File: config.mk
export PLATFORM = sky130hd
export DESIGN_NAME = warp_mask_unit
export DESIGN_NICKNAME = d
export VERILOG_FILES = /design/src/logic/simt_pkg.sv /design/src/logic/ipdom_ram.sv /design/src/logic/ipdom_stack.sv /design/src/logic/split_join_ctrl.sv /design/src/logic/warp_mask_unit.sv
export SDC_FILE = /design/constraint.sdc
export NUM_CORES = 1
export LEC_CHECK = 0
export BUFFER_PORTS_ARGS = -buffer_cell sky130_fd_sc_hd__buf_2
export CAP_MARGIN = 20
export CELL_PAD_IN_SITES_DETAIL_PLACEMENT = 0
export CELL_PAD_IN_SITES_GLOBAL_PLACEMENT = 1
export CORE_UTILIZATION = 51
export CTS_BUF_LIST = sky130_fd_sc_hd__clkbuf_8
export DETAILED_ROUTE_END_ITERATION = 7
export PLACE_DENSITY_LB_ADDON = 0.1
export SYNTH_ARGS = -nofsm -noshare
export SYNTH_HDL_FRONTEND = slang
export SYNTH_SLANG_ARGS = --single-unit
File: constraint.sdc
create_clock -name clk -period 13.3 [get_ports clk]
set_input_delay 1.995 -clock clk [delete_from_list [all_inputs] [get_ports clk]]
set_output_delay 1.995 -clock clk [all_outputs]
set_load 0.02 [all_outputs]
File: src/logic/simt_pkg.sv
// SIMT warp divergence package
// Warp and stack sizes, thread-mask and PC types, and the stack
// entry and split/join request structures

package simt_pkg;

    // Warp and reconvergence stack sizing
    localparam int NUM_THREADS      = 4;
    localparam int STACK_DEPTH      = 4;
    localparam int PC_WIDTH         = 32;
    localparam int STACK_ADDR_WIDTH = $clog2(STACK_DEPTH);

    // One bit per thread of the warp
    typedef logic [NUM_THREADS-1:0] thread_mask_t;

    typedef logic [PC_WIDTH-1:0] pc_t;

    // Slot index or occupied-slot count, wide enough to hold STACK_DEPTH
    typedef logic [$clog2(STACK_DEPTH+1)-1:0] stack_ptr_t;

    // Physical slot address into the stack RAM
    typedef logic [STACK_ADDR_WIDTH-1:0] stack_addr_t;

    // A resume point: which threads run and where they start
    typedef struct packed {
        thread_mask_t mask;
        pc_t          pc;
    } stack_entry_t;

    // One stack slot as stored in RAM
    // The set bit is marked once the else entry has been popped
    typedef struct packed {
        logic         set;
        stack_entry_t q1;
        stack_entry_t q0;
    } stack_word_t;

    typedef struct packed {
        thread_mask_t predicate;
        pc_t          else_pc;
        pc_t          join_pc;
    } split_req_t;

    // Divergence flag returned by the split, handed back at the join
    typedef struct packed {
        logic divergent;
    } join_req_t;

endpackage

File: src/logic/ipdom_ram.sv
// Dual-port RAM for the reconvergence stack
// One write port and one registered read port; a write to the
// address being read is forwarded to the read register

module ipdom_ram #(
    parameter int DATA_WIDTH = 8,
    parameter int DEPTH      = 4
) (
    input  logic                     clk,
    input  logic                     reset,
    input  logic                     write,
    input  logic [$clog2(DEPTH)-1:0] waddr,
    input  logic [DATA_WIDTH-1:0]    wdata,
    input  logic [$clog2(DEPTH)-1:0] raddr,
    output logic [DATA_WIDTH-1:0]    rdata
);

    logic [DATA_WIDTH-1:0] mem [DEPTH];

    always_ff @(posedge clk) begin
        if (write) begin
            mem[waddr] <= wdata;
        end
    end

    // Registered read port
    // Bypass lets the stack see its own update on the next cycle
    always_ff @(posedge clk) begin
        if (reset) begin
            rdata <= '0;
        end else if (write && (waddr == raddr)) begin
            rdata <= wdata;
        end else begin
            rdata <= mem[raddr];
        end
    end

endmodule

File: src/logic/ipdom_stack.sv
// IPDOM reconvergence stack
// Each slot holds a reconvergence entry and an else entry. The first
// pop of a slot returns the else entry and marks the set bit, the
// second pop returns the reconvergence entry and frees the slot

module ipdom_stack (
    input  logic                  clk,
    input  logic                  reset,
    input  logic                  push,
    input  logic                  pop,
    input  simt_pkg::stack_entry_t q0,
    input  simt_pkg::stack_entry_t q1,
    output simt_pkg::stack_entry_t d,
    output simt_pkg::stack_ptr_t   depth,
    output logic                  empty,
    output logic                  full
);

    import simt_pkg::*;

    // Number of occupied slots, also the index of the next free slot
    stack_ptr_t  wr_ptr;

    // Slot currently on top, and the one the RAM reads next
    stack_addr_t rd_ptr;
    stack_addr_t rd_ptr_n;

    stack_word_t top;
    stack_word_t wr_word;
    stack_addr_t waddr;

    // Keep the RAM pointed at whatever will be on top after this edge
    always_comb begin
        rd_ptr_n = rd_ptr;
        if (push) begin
            rd_ptr_n = wr_ptr[STACK_ADDR_WIDTH-1:0];
        end else if (pop && top.set) begin
            rd_ptr_n = rd_ptr - stack_addr_t'(1);
        end
    end

    always_ff @(posedge clk) begin
        if (reset) begin
            wr_ptr <= '0;
            rd_ptr <= '0;
        end else begin
            if (push) begin
                wr_ptr <= wr_ptr + stack_ptr_t'(1);
            end else if (pop && top.set) begin
                // Second pop of the slot frees it
                wr_ptr <= wr_ptr - stack_ptr_t'(1);
            end
            rd_ptr <= rd_ptr_n;
        end
    end

    // A push stores both entries with a clear set bit. A pop rewrites
    // the top slot with the set bit marked
    always_comb begin
        if (push) begin
            wr_word.set = 1'b0;
            wr_word.q1  = q1;
            wr_word.q0  = q0;
            waddr       = wr_ptr[STACK_ADDR_WIDTH-1:0];
        end else begin
            wr_word.set = 1'b1;
            wr_word.q1  = top.q1;
            wr_word.q0  = top.q0;
            waddr       = rd_ptr;
        end
    end

    ipdom_ram #(
        .DATA_WIDTH ($bits(stack_word_t)),
        .DEPTH      (STACK_DEPTH)
    ) store (
        .clk   (clk),
        .reset (reset),
        .write (push || pop),
        .waddr (waddr),
        .wdata (wr_word),
        .raddr (rd_ptr_n),
        .rdata (top)
    );

    // Else entry first, reconvergence entry once the set bit is marked
    assign d     = top.set ? top.q0 : top.q1;
    assign depth = wr_ptr;
    assign empty = (wr_ptr == '0);
    assign full  = (wr_ptr == stack_ptr_t'(STACK_DEPTH));

endmodule

File: src/logic/split_join_ctrl.sv
// Split/join controller for one warp
// Owns the active thread mask, decides divergence on a split and
// drives the IPDOM stack, and reports done and redirect one cycle later

module split_join_ctrl (
    input  logic                   clk,
    input  logic                   reset,
    input  logic                   split_valid,
    input  simt_pkg::split_req_t   split_req,
    input  logic                   join_valid,
    input  simt_pkg::join_req_t    join_req,
    input  simt_pkg::stack_entry_t stack_top,
    output logic                   push,
    output logic                   pop,
    output simt_pkg::stack_entry_t push_reconv,
    output simt_pkg::stack_entry_t push_else,
    output simt_pkg::thread_mask_t tmask,
    output logic                   redirect_valid,
    output simt_pkg::pc_t          redirect_pc,
    output logic                   split_done,
    output logic                   split_divergent,
    output logic                   join_done
);

    import simt_pkg::*;

    thread_mask_t tmask_r;
    thread_mask_t taken_mask;
    thread_mask_t else_mask;
    logic         divergent;
    logic         all_not_taken;

    logic         redirect_next;
    pc_t          redirect_pc_next;

    // Split the active threads by the predicate
    assign taken_mask    = tmask_r & split_req.predicate;
    assign else_mask     = tmask_r & ~split_req.predicate;
    assign divergent     = (taken_mask != '0) && (else_mask != '0);
    assign all_not_taken = (taken_mask == '0);

    // Stack requests are issued in the request cycle itself
    assign push = split_valid && divergent;
    assign pop  = join_valid && join_req.divergent;

    // Reconvergence entry restores the full mask at the join point
    assign push_reconv.mask = tmask_r;
    assign push_reconv.pc   = split_req.join_pc;

    // Else entry resumes the not-taken threads
    assign push_else.mask = else_mask;
    assign push_else.pc   = split_req.else_pc;

    // A uniform not-taken split jumps straight to the else path.
    // A divergent join resumes at whatever the stack hands back
    always_comb begin
        redirect_next    = 1'b0;
        redirect_pc_next = stack_top.pc;
        if (split_valid && all_not_taken) begin
            redirect_next    = 1'b1;
            redirect_pc_next = split_req.else_pc;
        end else if (pop) begin
            redirect_next    = 1'b1;
            redirect_pc_next = stack_top.pc;
        end
    end

    always_ff @(posedge clk) begin
        if (reset) begin
            tmask_r <= '1;
        end else if (push) begin
            tmask_r <= taken_mask;
        end else if (pop) begin
            tmask_r <= stack_top.mask;
        end
    end

    // Response strobes, one cycle after the request
    always_ff @(posedge clk) begin
        if (reset) begin
            redirect_valid  <= 1'b0;
            split_done      <= 1'b0;
            split_divergent <= 1'b0;
            join_done       <= 1'b0;
        end else begin
            redirect_valid  <= redirect_next;
            split_done      <= split_valid;
            split_divergent <= push;
            join_done       <= join_valid;
        end
    end

    // Only meaningful while redirect_valid is high
    always_ff @(posedge clk) begin
        if (redirect_next) begin
            redirect_pc <= redirect_pc_next;
        end
    end

    assign tmask = tmask_r;

endmodule

File: src/logic/warp_mask_unit.sv
// Warp divergence unit
// Joins the split/join controller to its IPDOM reconvergence stack

module warp_mask_unit (
    input  logic                   clk,
    input  logic                   reset,
    input  logic                   split_valid,
    input  simt_pkg::split_req_t   split_req,
    input  logic                   join_valid,
    input  simt_pkg::join_req_t    join_req,
    output simt_pkg::thread_mask_t tmask,
    output logic                   redirect_valid,
    output simt_pkg::pc_t          redirect_pc,
    output logic                   split_done,
    output logic                   split_divergent,
    output logic                   join_done,
    output logic                   empty,
    output logic                   full,
    output simt_pkg::stack_ptr_t   depth
);

    import simt_pkg::*;

    logic         push;
    logic         pop;
    stack_entry_t push_reconv;
    stack_entry_t push_else;
    stack_entry_t stack_top;

    split_join_ctrl ctrl (
        .clk             (clk),
        .reset           (reset),
        .split_valid     (split_valid),
        .split_req       (split_req),
        .join_valid      (join_valid),
        .join_req        (join_req),
        .stack_top       (stack_top),
        .push            (push),
        .pop             (pop),
        .push_reconv     (push_reconv),
        .push_else       (push_else),
        .tmask           (tmask),
        .redirect_valid  (redirect_valid),
        .redirect_pc     (redirect_pc),
        .split_done      (split_done),
        .split_divergent (split_divergent),
        .join_done       (join_done)
    );

    // q0 holds the reconvergence entry, q1 the else entry
    ipdom_stack stack (
        .clk   (clk),
        .reset (reset),
        .push  (push),
        .pop   (pop),
        .q0    (push_reconv),
        .q1    (push_else),
        .d     (stack_top),
        .depth (depth),
        .empty (empty),
        .full  (full)
    );

endmodule

* Yosys cells after proc, flatten, opt, wreduce, memory -nomap -nowiden
Memory sizes are Yosys's and may differ from the RTL's. A register that Yosys moved wholly into a read port is not among the register bits.
Cells that the tools add are included.
** Word-level totals
- Register bits :: 45
- Memory bits (writable) :: 292
- Input port bits :: 73
- Output and inout bits :: 45
- Logic and storage cells :: 42
- Memories kept :: 1
** Cells by class
- Add/subtract/negate cells :: 3
- Equal/unequal tests :: 1
- Multiplexer cells :: 14
- Bitwise operators :: 3
- Reduce and logical (&&, ||, !) cells :: 12
** Memories
- stack.store.mem :: depth 4, width 73, read ports 1, clocked after Yosys merged registers in 1, wr ports 1, line ipdom_ram.sv:18 : logic [DATA_WIDTH-1:0] mem [DEPTH];
** Operator list (number)
- $mux 73 :: 1
- $mux 36 :: 1
- $mux 32 :: 1
- $and 4x4->4 :: 2
- $mux 4 :: 2
- $reduce_bool 4->1 :: 2
- $mux 2 :: 3
- $mux 3 :: 2
- $logic_and 1x1->1 :: 5
- $logic_not 4->1 :: 1
- $mux 1 :: 4
- $not 4->4 :: 1
- $reduce_bool 2->1 :: 2
- $add 3x1->3 const B :: 1
- $eq 3x3->1 const B :: 1
- $logic_not 3->1 :: 1
- $sub 3x1->3 const B :: 1
- $sub 2x1->2 const B :: 1
- $logic_or 1x1->1 :: 1

* Depth between registers and ports, before layout
Gate-level depths: netlist of run 1.
- Depth after elaboration :: 8
- Gate-level depth with buffers :: 9
- Gate-level depth less buffers :: 7

* Cells and area by module
From an unflattened synthesis of run 1, not the netlist that was laid out.
** Second synthesis, totals
- Cell total of the unflattened synthesis :: 1089
- Area, all modules :: 18699.2 um^2
** By module, submodules not included
- ipdom_ram :: times used 1, cells an instance 735, area an instance 14194.9 um^2
- split_join_ctrl :: times used 1, cells an instance 196, area an instance 2463.6 um^2
- ipdom_stack :: times used 1, cells an instance 158, area an instance 2040.7 um^2

* Worst setup path before layout of run 1
OpenSTA, ideal clock, no wires.
- Path type :: input to register
- From :: input split_req[67] (netlist name)
- To :: memory stack.store.mem[0][0] (netlist name) (enable)
- Setup time :: 612 ps
- Arrival time :: 8319 ps
- Required time :: 12688 ps
- Slack :: 4369 ps
- Stages :: 7
- Buffers on the path :: 2
- Path through :: nand2b_1 o2111a_1 nor2_2 buf_2 inv_2 buf_2 o31ai_1
** On the way
- Word-level cells in the longest chain between the ends :: 8
- Elaborated cells on any way between the ends :: 11
- Those cells by class :: 3 x mux; 3 x bitwise; 5 x reduce/logical
** RTL lines
- start, declared :: line warp_mask_unit.sv:8 : input simt_pkg::split_req_t split_req,
- $not 4->4 :: line split_join_ctrl.sv:38 : assign else_mask = tmask_r & ~split_req.predicate;
- $and 4x4->4 :: line split_join_ctrl.sv:38
- $reduce_bool 4->1 :: line split_join_ctrl.sv:39 : assign divergent = (taken_mask != '0) && (else_mask != '0);
- $logic_and 1x1->1 * :: line split_join_ctrl.sv:39
- $logic_and 1x1->1 * :: line split_join_ctrl.sv:43 : assign push = split_valid && divergent;
- $logic_or 1x1->1 :: line ipdom_stack.sv:79 : .write (push || pop),
- $mux 1 :: line ipdom_ram.sv:21 : if (write) begin
- $mux 1 (implied by the code) :: line ipdom_ram.sv:22 : mem[waddr] <= wdata;
- end, declared :: line ipdom_ram.sv:18
Mark *: on every way between the ends. The rest lies on a longest branch, timed or not.

* Worst setup path in the final report of run 1
- From :: input split_req[67] (netlist name)
- To :: memory stack.store.mem[2][15] (netlist name) (enable)
The elaborated chain is that of the path after synthesis.

==> impl_metrics.ini, run 1 <==
[status]
outcome = finished clean

[floorplanning]
fp.dieW_um = 184
core_um2 = 32500
num_rows = 66
io_pins = 118
die_h_um = 184
fp.dieArea_um2 = 33700
initial_core_util_pct = 51.8

[sta]
skew_ns = 0.0283
setup_tns_ns = 0
finalHoldViolations = 0
grt_setup_unrepaired = no
period_share_pct = 39.3
period_minus_slack_ns = 5.22
drv_slew = 0
slew-limit-headroom_pct = 12.7
finalSetupViolCount = 0
max_freq_mhz = 191
hold_ws_ns = 0.549
worstMarginPinSlew_ns = 1.31

[drt]
dr.pass1.iters = 5
routed_wl_mm = 37.3
wire_per_inst_um = 20.0
drt_iter0_drc = 700
vias_per_cell = 5.54
drc = 0
vias = 10300
ant_nets = 0

[yosys]
synthCells = 1246
syn_area_um2 = 16800
synth_nets = 1320
yosys.area.top_type_share_pct = 57.9
synth_cell_types = 48
synth_edf_count = 324
async_reset_ff_share_pct = 0
ys.flop_type = edfxtp_1
avgSynthCellArea_um2 = 13.5
synth_seq_cells = 410
synth_top_cell_by_area = edfxtp_1
synthTopCellsByArea = edfxtp_1 58%, dfxtp_1 10%, mux2i_1 10%
seq_area_frac_synth_pct = 68.1
ys_warn_count = 0

[worst_hold_path]
hold_class = register to register
min_path_cells = 2
holdPathEnd = stack.store.rdata[48]
hp-start = stack.store.mem[0][48]

[clock_network]
htreeDepth = 3
numCtsBuffers = 69
clk_latency_ns = 0.57
cts_root_buffer = clkbuf_8
cts_setup_buffers = 0
clock_path_buffers = 3
tritoncts = yes
cts_hold_buf = 0
clock_sinks = 410
ctsResizeCount = 0
clkTransAtPathRegs_ns = 0.06

[place]
dp_cells = 1738
placed_area_um2 = 17700
gp_congestion = 0.722
io_buffers = 117
hpwl_mm = 18.9

[finish]
final_cells = 1863
layout-drive-gt1-share_pct = 16.7
fillers = 2676
fin_util_pct = 58.3
layout_common_cells = 324 x edfxtp_1, 292 x nand2_1, 170 x mux2i_1, 116 x buf_2, 85 x dfxtp_1
final_common_cell = edfxtp_1
final_area_um2 = 18900
antenna_cells = 0
syn_to_final_growth_pct = 12.6
num-nets-final = 1442

[critical_path]
r2r_end = stack.store.mem[2][15]
r2r_cells = 7
crit_arrival_ns = 5.40
crit_slowest_cell = clkinv_2
required_ns = 13.48
worstPathMaxFanout = 47
r2r_slack_ns = 9.13
r2r-start = ctrl.tmask[2]
crit_type = primary input to register
crit_chain = buf_2 -> nand2b_1 -> o2111a_1 -> nor2_4 -> clkinv_2 -> nor3_1 -> a31o_4 -> buf_4
max_stage_delay_ns = 0.77
setup.worst_path.start_class = primary input
end_kind = register

[pwr]
power_density_nw_per_um2 = 170
vdd_drop_max_v = 0.0000832
leakagePower_nw = 7.21

[global_route]
first_global_vias = 10200
grt_antenna_before_repair = 0
grt_overflow = 0
grt_first_pass_wirelength_mm = 57.4
grt_use_total_pct = 22.3
grt_max_degree = 147

[flow_run]
max-cap-violations = 0
-- cell families (layout without fill, tap and decap cells) --
group / Yosys count / count (layout) / share of synthesized area (%)
flip-flops: 410 / 410 / 68.1
buffers and inverters: 84 / 259 / 2.89
AO/OA/AOI/OAI: 203 / 203 / 9.23
adder cells (fa/ha/maj): 1 / 1 / 0.119
multiplexers: 180 / 180 / 10.9
XOR/XNOR: 2 / 2 / 0.149
AND/OR/NAND/NOR: 366 / 366 / 8.64
-- Yosys cell counts, types with 3 or more instances --
cell and count:
edfxtp_1 324, nand2_1 294, mux2i_1 170, dfxtp_1 86
a21o_1 70, o221ai_1 69, nor2_1 40, a21oi_1 36
clkbuf_1 31, buf_2 23, buf_6 19, a221o_1 7
buf_1 6, nor3_1 6, nand2b_1 5, nand3_1 5
inv_1 4, mux2_2 4, a211oi_1 3, and3_1 3
mux2_1 3, mux2_4 3, nor2b_1 3, o21ai_0 3
-- state kept, by name, summed over array words and instances, names as in the netlist --
register,flops
ctrl.join_done,1
ctrl.redirect_pc,32
ctrl.redirect_valid,1
ctrl.split_divergent,1
ctrl.split_done,1
ctrl.tmask,4
stack.depth,3
stack.rd_ptr,2
stack.store.mem,292
stack.store.rdata,73
-- cell type report --
class                   count  area (um2)  share of cell area (%)
inverters                   5        20.0                   0.106
clock inverters            48         203                    1.07
flip-flops and latches    410       11500                    60.5
clock buffers              76        1050                    5.52
repair buffers            130         711                    3.75
well taps                 442         553                    2.92
multi-input cells         752        4950                    26.1
-- per-stage QoR --
| stage | worst slack, ns | power (W) |
|---|---|---|
| after global placement | 7.53 | 0.00223 |
| after global routing | 7.86 | 0.00337 |
| after CTS | 8.03 | 0.00326 |
| after floorplan | 4.37 | 0.00210 |
| final | 8.08 | 0.00322 |
| after detailed placement | 7.45 | 0.00225 |
-- worst max-delay path: cells and delay by family --
family,cells,cell delay [ns]
AOI/OAI and AO/OA,2,0.66
buffers and inverters,3,1.55
and+or+nand+nor,3,1.15
-- metal layers --
layer,vias to the layer above,wire length [um],track usage (%)
met4,0,732,7.70
li1,4886,-,-
met3,61,1610,3.49
met2,242,17900,36.8
met1,5140,17100,30.3
met5,-,0,0
-- where the power goes --
group | total [W] | internal, W | switching [W] | leakage [nW]
registers | 0.00167 | 0.00160 | 0.0000665 | 3.75
clock network | 0.00100 | 0.000524 | 0.000480 | 0.744
logic | 0.000549 | 0.000196 | 0.000353 | 2.71
total | 0.00322 | 0.00232 | 0.000900 | 7.21
-- worst max path at each step --
stage | startpoint | end | slack [ns] | cells past startpoint
3_5_place_dp | split_req[67] | stack.store.mem[2][14] | 7.45 | 8
3_3_place_gp | split_req[67] | stack.store.mem[2][49] | 7.53 | 8
5_1_grt | split_req[67] | stack.store.mem[2][15] | 7.86 | 8
2_1_floorplan | split_req[67] | stack.store.mem[0][0] | 4.37 | 7
6_report | split_req[67] | stack.store.mem[2][15] | 8.08 | 8
4_1_cts | split_req[67] | stack.store.mem[2][15] | 8.03 | 8
Note: power is estimated with default switching activity, not from simulation.
==> run 2, diff against run 1 <==
- CORE_UTILIZATION: 51 -> 47
- clock period: 13.3 -> 4.6 ns (I/O delays scaled with it)
==> impl_metrics.ini, run 2 (synthesized netlist as in run 1, its figures left out) <==
[global_route]
grt_antenna_before_repair = 0
grt_first_pass_wirelength_mm = 58.5
grt_overflow = 0
grt_use_total_pct = 21.2
first_global_vias = 10300
grt_max_degree = 89

[sta]
period_share_pct = 64.1
skew_ns = 0.0297
setup_tns_ns = 0
grt_setup_unrepaired = no
finalHoldViolations = 0
drv_slew = 0
max_freq_mhz = 339
period_minus_slack_ns = 2.95
slew-limit-headroom_pct = 35.5
finalSetupViolCount = 0
worst_slack_ns = 1.65
worstMarginPinSlew_ns = 0.968

[clock_network]
clkTransAtPathRegs_ns = 0.06
cts_setup_buffers = 0
cts_hold_buf = 0
tritoncts = yes
clock_path_buffers = 3
ctsResizeCount = 0
clock_sinks = 410
htreeDepth = 3
clk_latency_ns = 0.60
numCtsBuffers = 70
cts_root_buffer = clkbuf_8

[drt]
vias_per_cell = 5.50
ant_nets = 0
dr.pass1.iters = 5
drc = 0
drt_iter0_drc = 596
routed_wl_mm = 38.3
wire_per_inst_um = 20.3
vias = 10400

[place]
hpwl_mm = 20.0
pre_cts_slack_ns = 1.29
gp_congestion = 0.729
io_buffers = 117

[critical_path]
crit_slowest_cell = or3_2
crit_top_cell = buf_4
required_ns = 5.05
worstPathMaxFanout = 32
r2r-start = ctrl.tmask[2]
crit_chain = inv_1 -> o2111a_1 -> nor2_4 -> buf_4 -> or3_2 -> buf_4 -> o221ai_1
setup.worst_path.start_class = register
crit_type = register to register
cp_num_buf_inv = 3
max_stage_delay_ns = 0.79
crit_arrival_ns = 3.39
end_kind = register
critPathLaunch = ctrl.tmask[2]
crit_family = simple AND/OR/NAND/NOR gates

[finish]
num-nets-final = 1449
reg_top3 = stack.store.mem (292), stack.store.rdata (73), ctrl.redirect_pc (32)
top_register = stack.store.mem
fin_util_pct = 54.8
largest_register_ffs = 292
fillers = 2934
antenna_cells = 0
layout-drive-gt1-share_pct = 17.7
layout_common_cells = 324 x edfxtp_1, 292 x nand2_1, 170 x mux2i_1, 116 x buf_2, 85 x dfxtp_1
final_common_cell = edfxtp_1
syn_to_final_growth_pct = 13.8

[worst_hold_path]
hp-start = split_valid
hold_class = primary input to register

[status]
outcome = finished clean

[floorplanning]
fp.dieW_um = 191
core_um2 = 34900
fp.dieArea_um2 = 36500
io_pins = 118
initial_core_util_pct = 48.2
die_h_um = 191
num_rows = 68

[pwr]
seqPwrFrac_pct = 50.9
vdd_drop_max_v = 0.000269
totalPowerFinal_w = 0.00949
switching_share_pct = 28.2
p_switching_w = 0.00268
p_int_w = 0.00681
clockPowerShare_pct = 32.2
comb_power_share_pct = 16.8
leakagePower_nw = 7.28
power_density_nw_per_um2 = 496

[flow_run]
max-cap-violations = 0
run 2: changes by cell type in the layout (fill, tap and decap cells not counted), moves of 3 or more:
cell | previous run | this run
clkinv_1 | 9 | 12
clkbuf_8 | 76 | 80
buf_12 | 2 | 7
clkinvlp_4 | 4 | 1
inv_1 | 36 | 28
inv_6 | 1 | 4
clkinv_2 | 3 | 8
run 2: worst paths after layout:
kind	endpoint	slack, ns	cells after the start
min reg2reg	stack.store.rdata[49]	0.53	2
max	stack.store.rdata[39]	1.65	7
min	ctrl.split_done	0.42	2
max reg2reg	stack.store.rdata[39]	1.65	7
run 2: per-layer routing:
metal,global-route usage (%),vias to the layer above,wire (um)
met5,0,-,0
met4,7.33,0,846
met2,34.4,280,18200
met1,28.9,5123,17500
li1,-,4907,-
met3,3.60,64,1790
run 2: final cells by class:
cell class / count / area (um2) / area share (%)
Clock buffer: 80 / 1100 / 5.76
Clock inverter: 49 / 224 / 1.17
Inverter: 5 / 20.0 / 0.105
Multi-Input combinational cell: 752 / 4940 / 25.8
Sequential cell: 410 / 11500 / 59.9
Tap cell: 455 / 569 / 2.98
Timing Repair Buffer: 136 / 818 / 4.28
run 2: power by group through the flow:
stage          clock [W]  combinational, W  sequential (W)
6_report         0.00306           0.00160         0.00483
5_1_grt          0.00332           0.00175         0.00487
4_1_cts          0.00315           0.00162         0.00483
3_5_place_dp           0           0.00161         0.00490
3_3_place_gp           0           0.00160         0.00489
2_1_floorplan          0           0.00113         0.00492
run 2: through the flow:
| stage | area, um2 | instances | hold WS [ns] |
|---|---|---|---|
| finish | 19100 | 1887 | 0.419 |
| global placement | 17800 | 1758 | 0.532 |
| global route | 19100 | 1887 | 0.397 |
| detailed placement | 17800 | 1758 | 0.543 |
| floorplan | 16800 | 1246 | 0.526 |
| CTS | 19100 | 1887 | 0.389 |
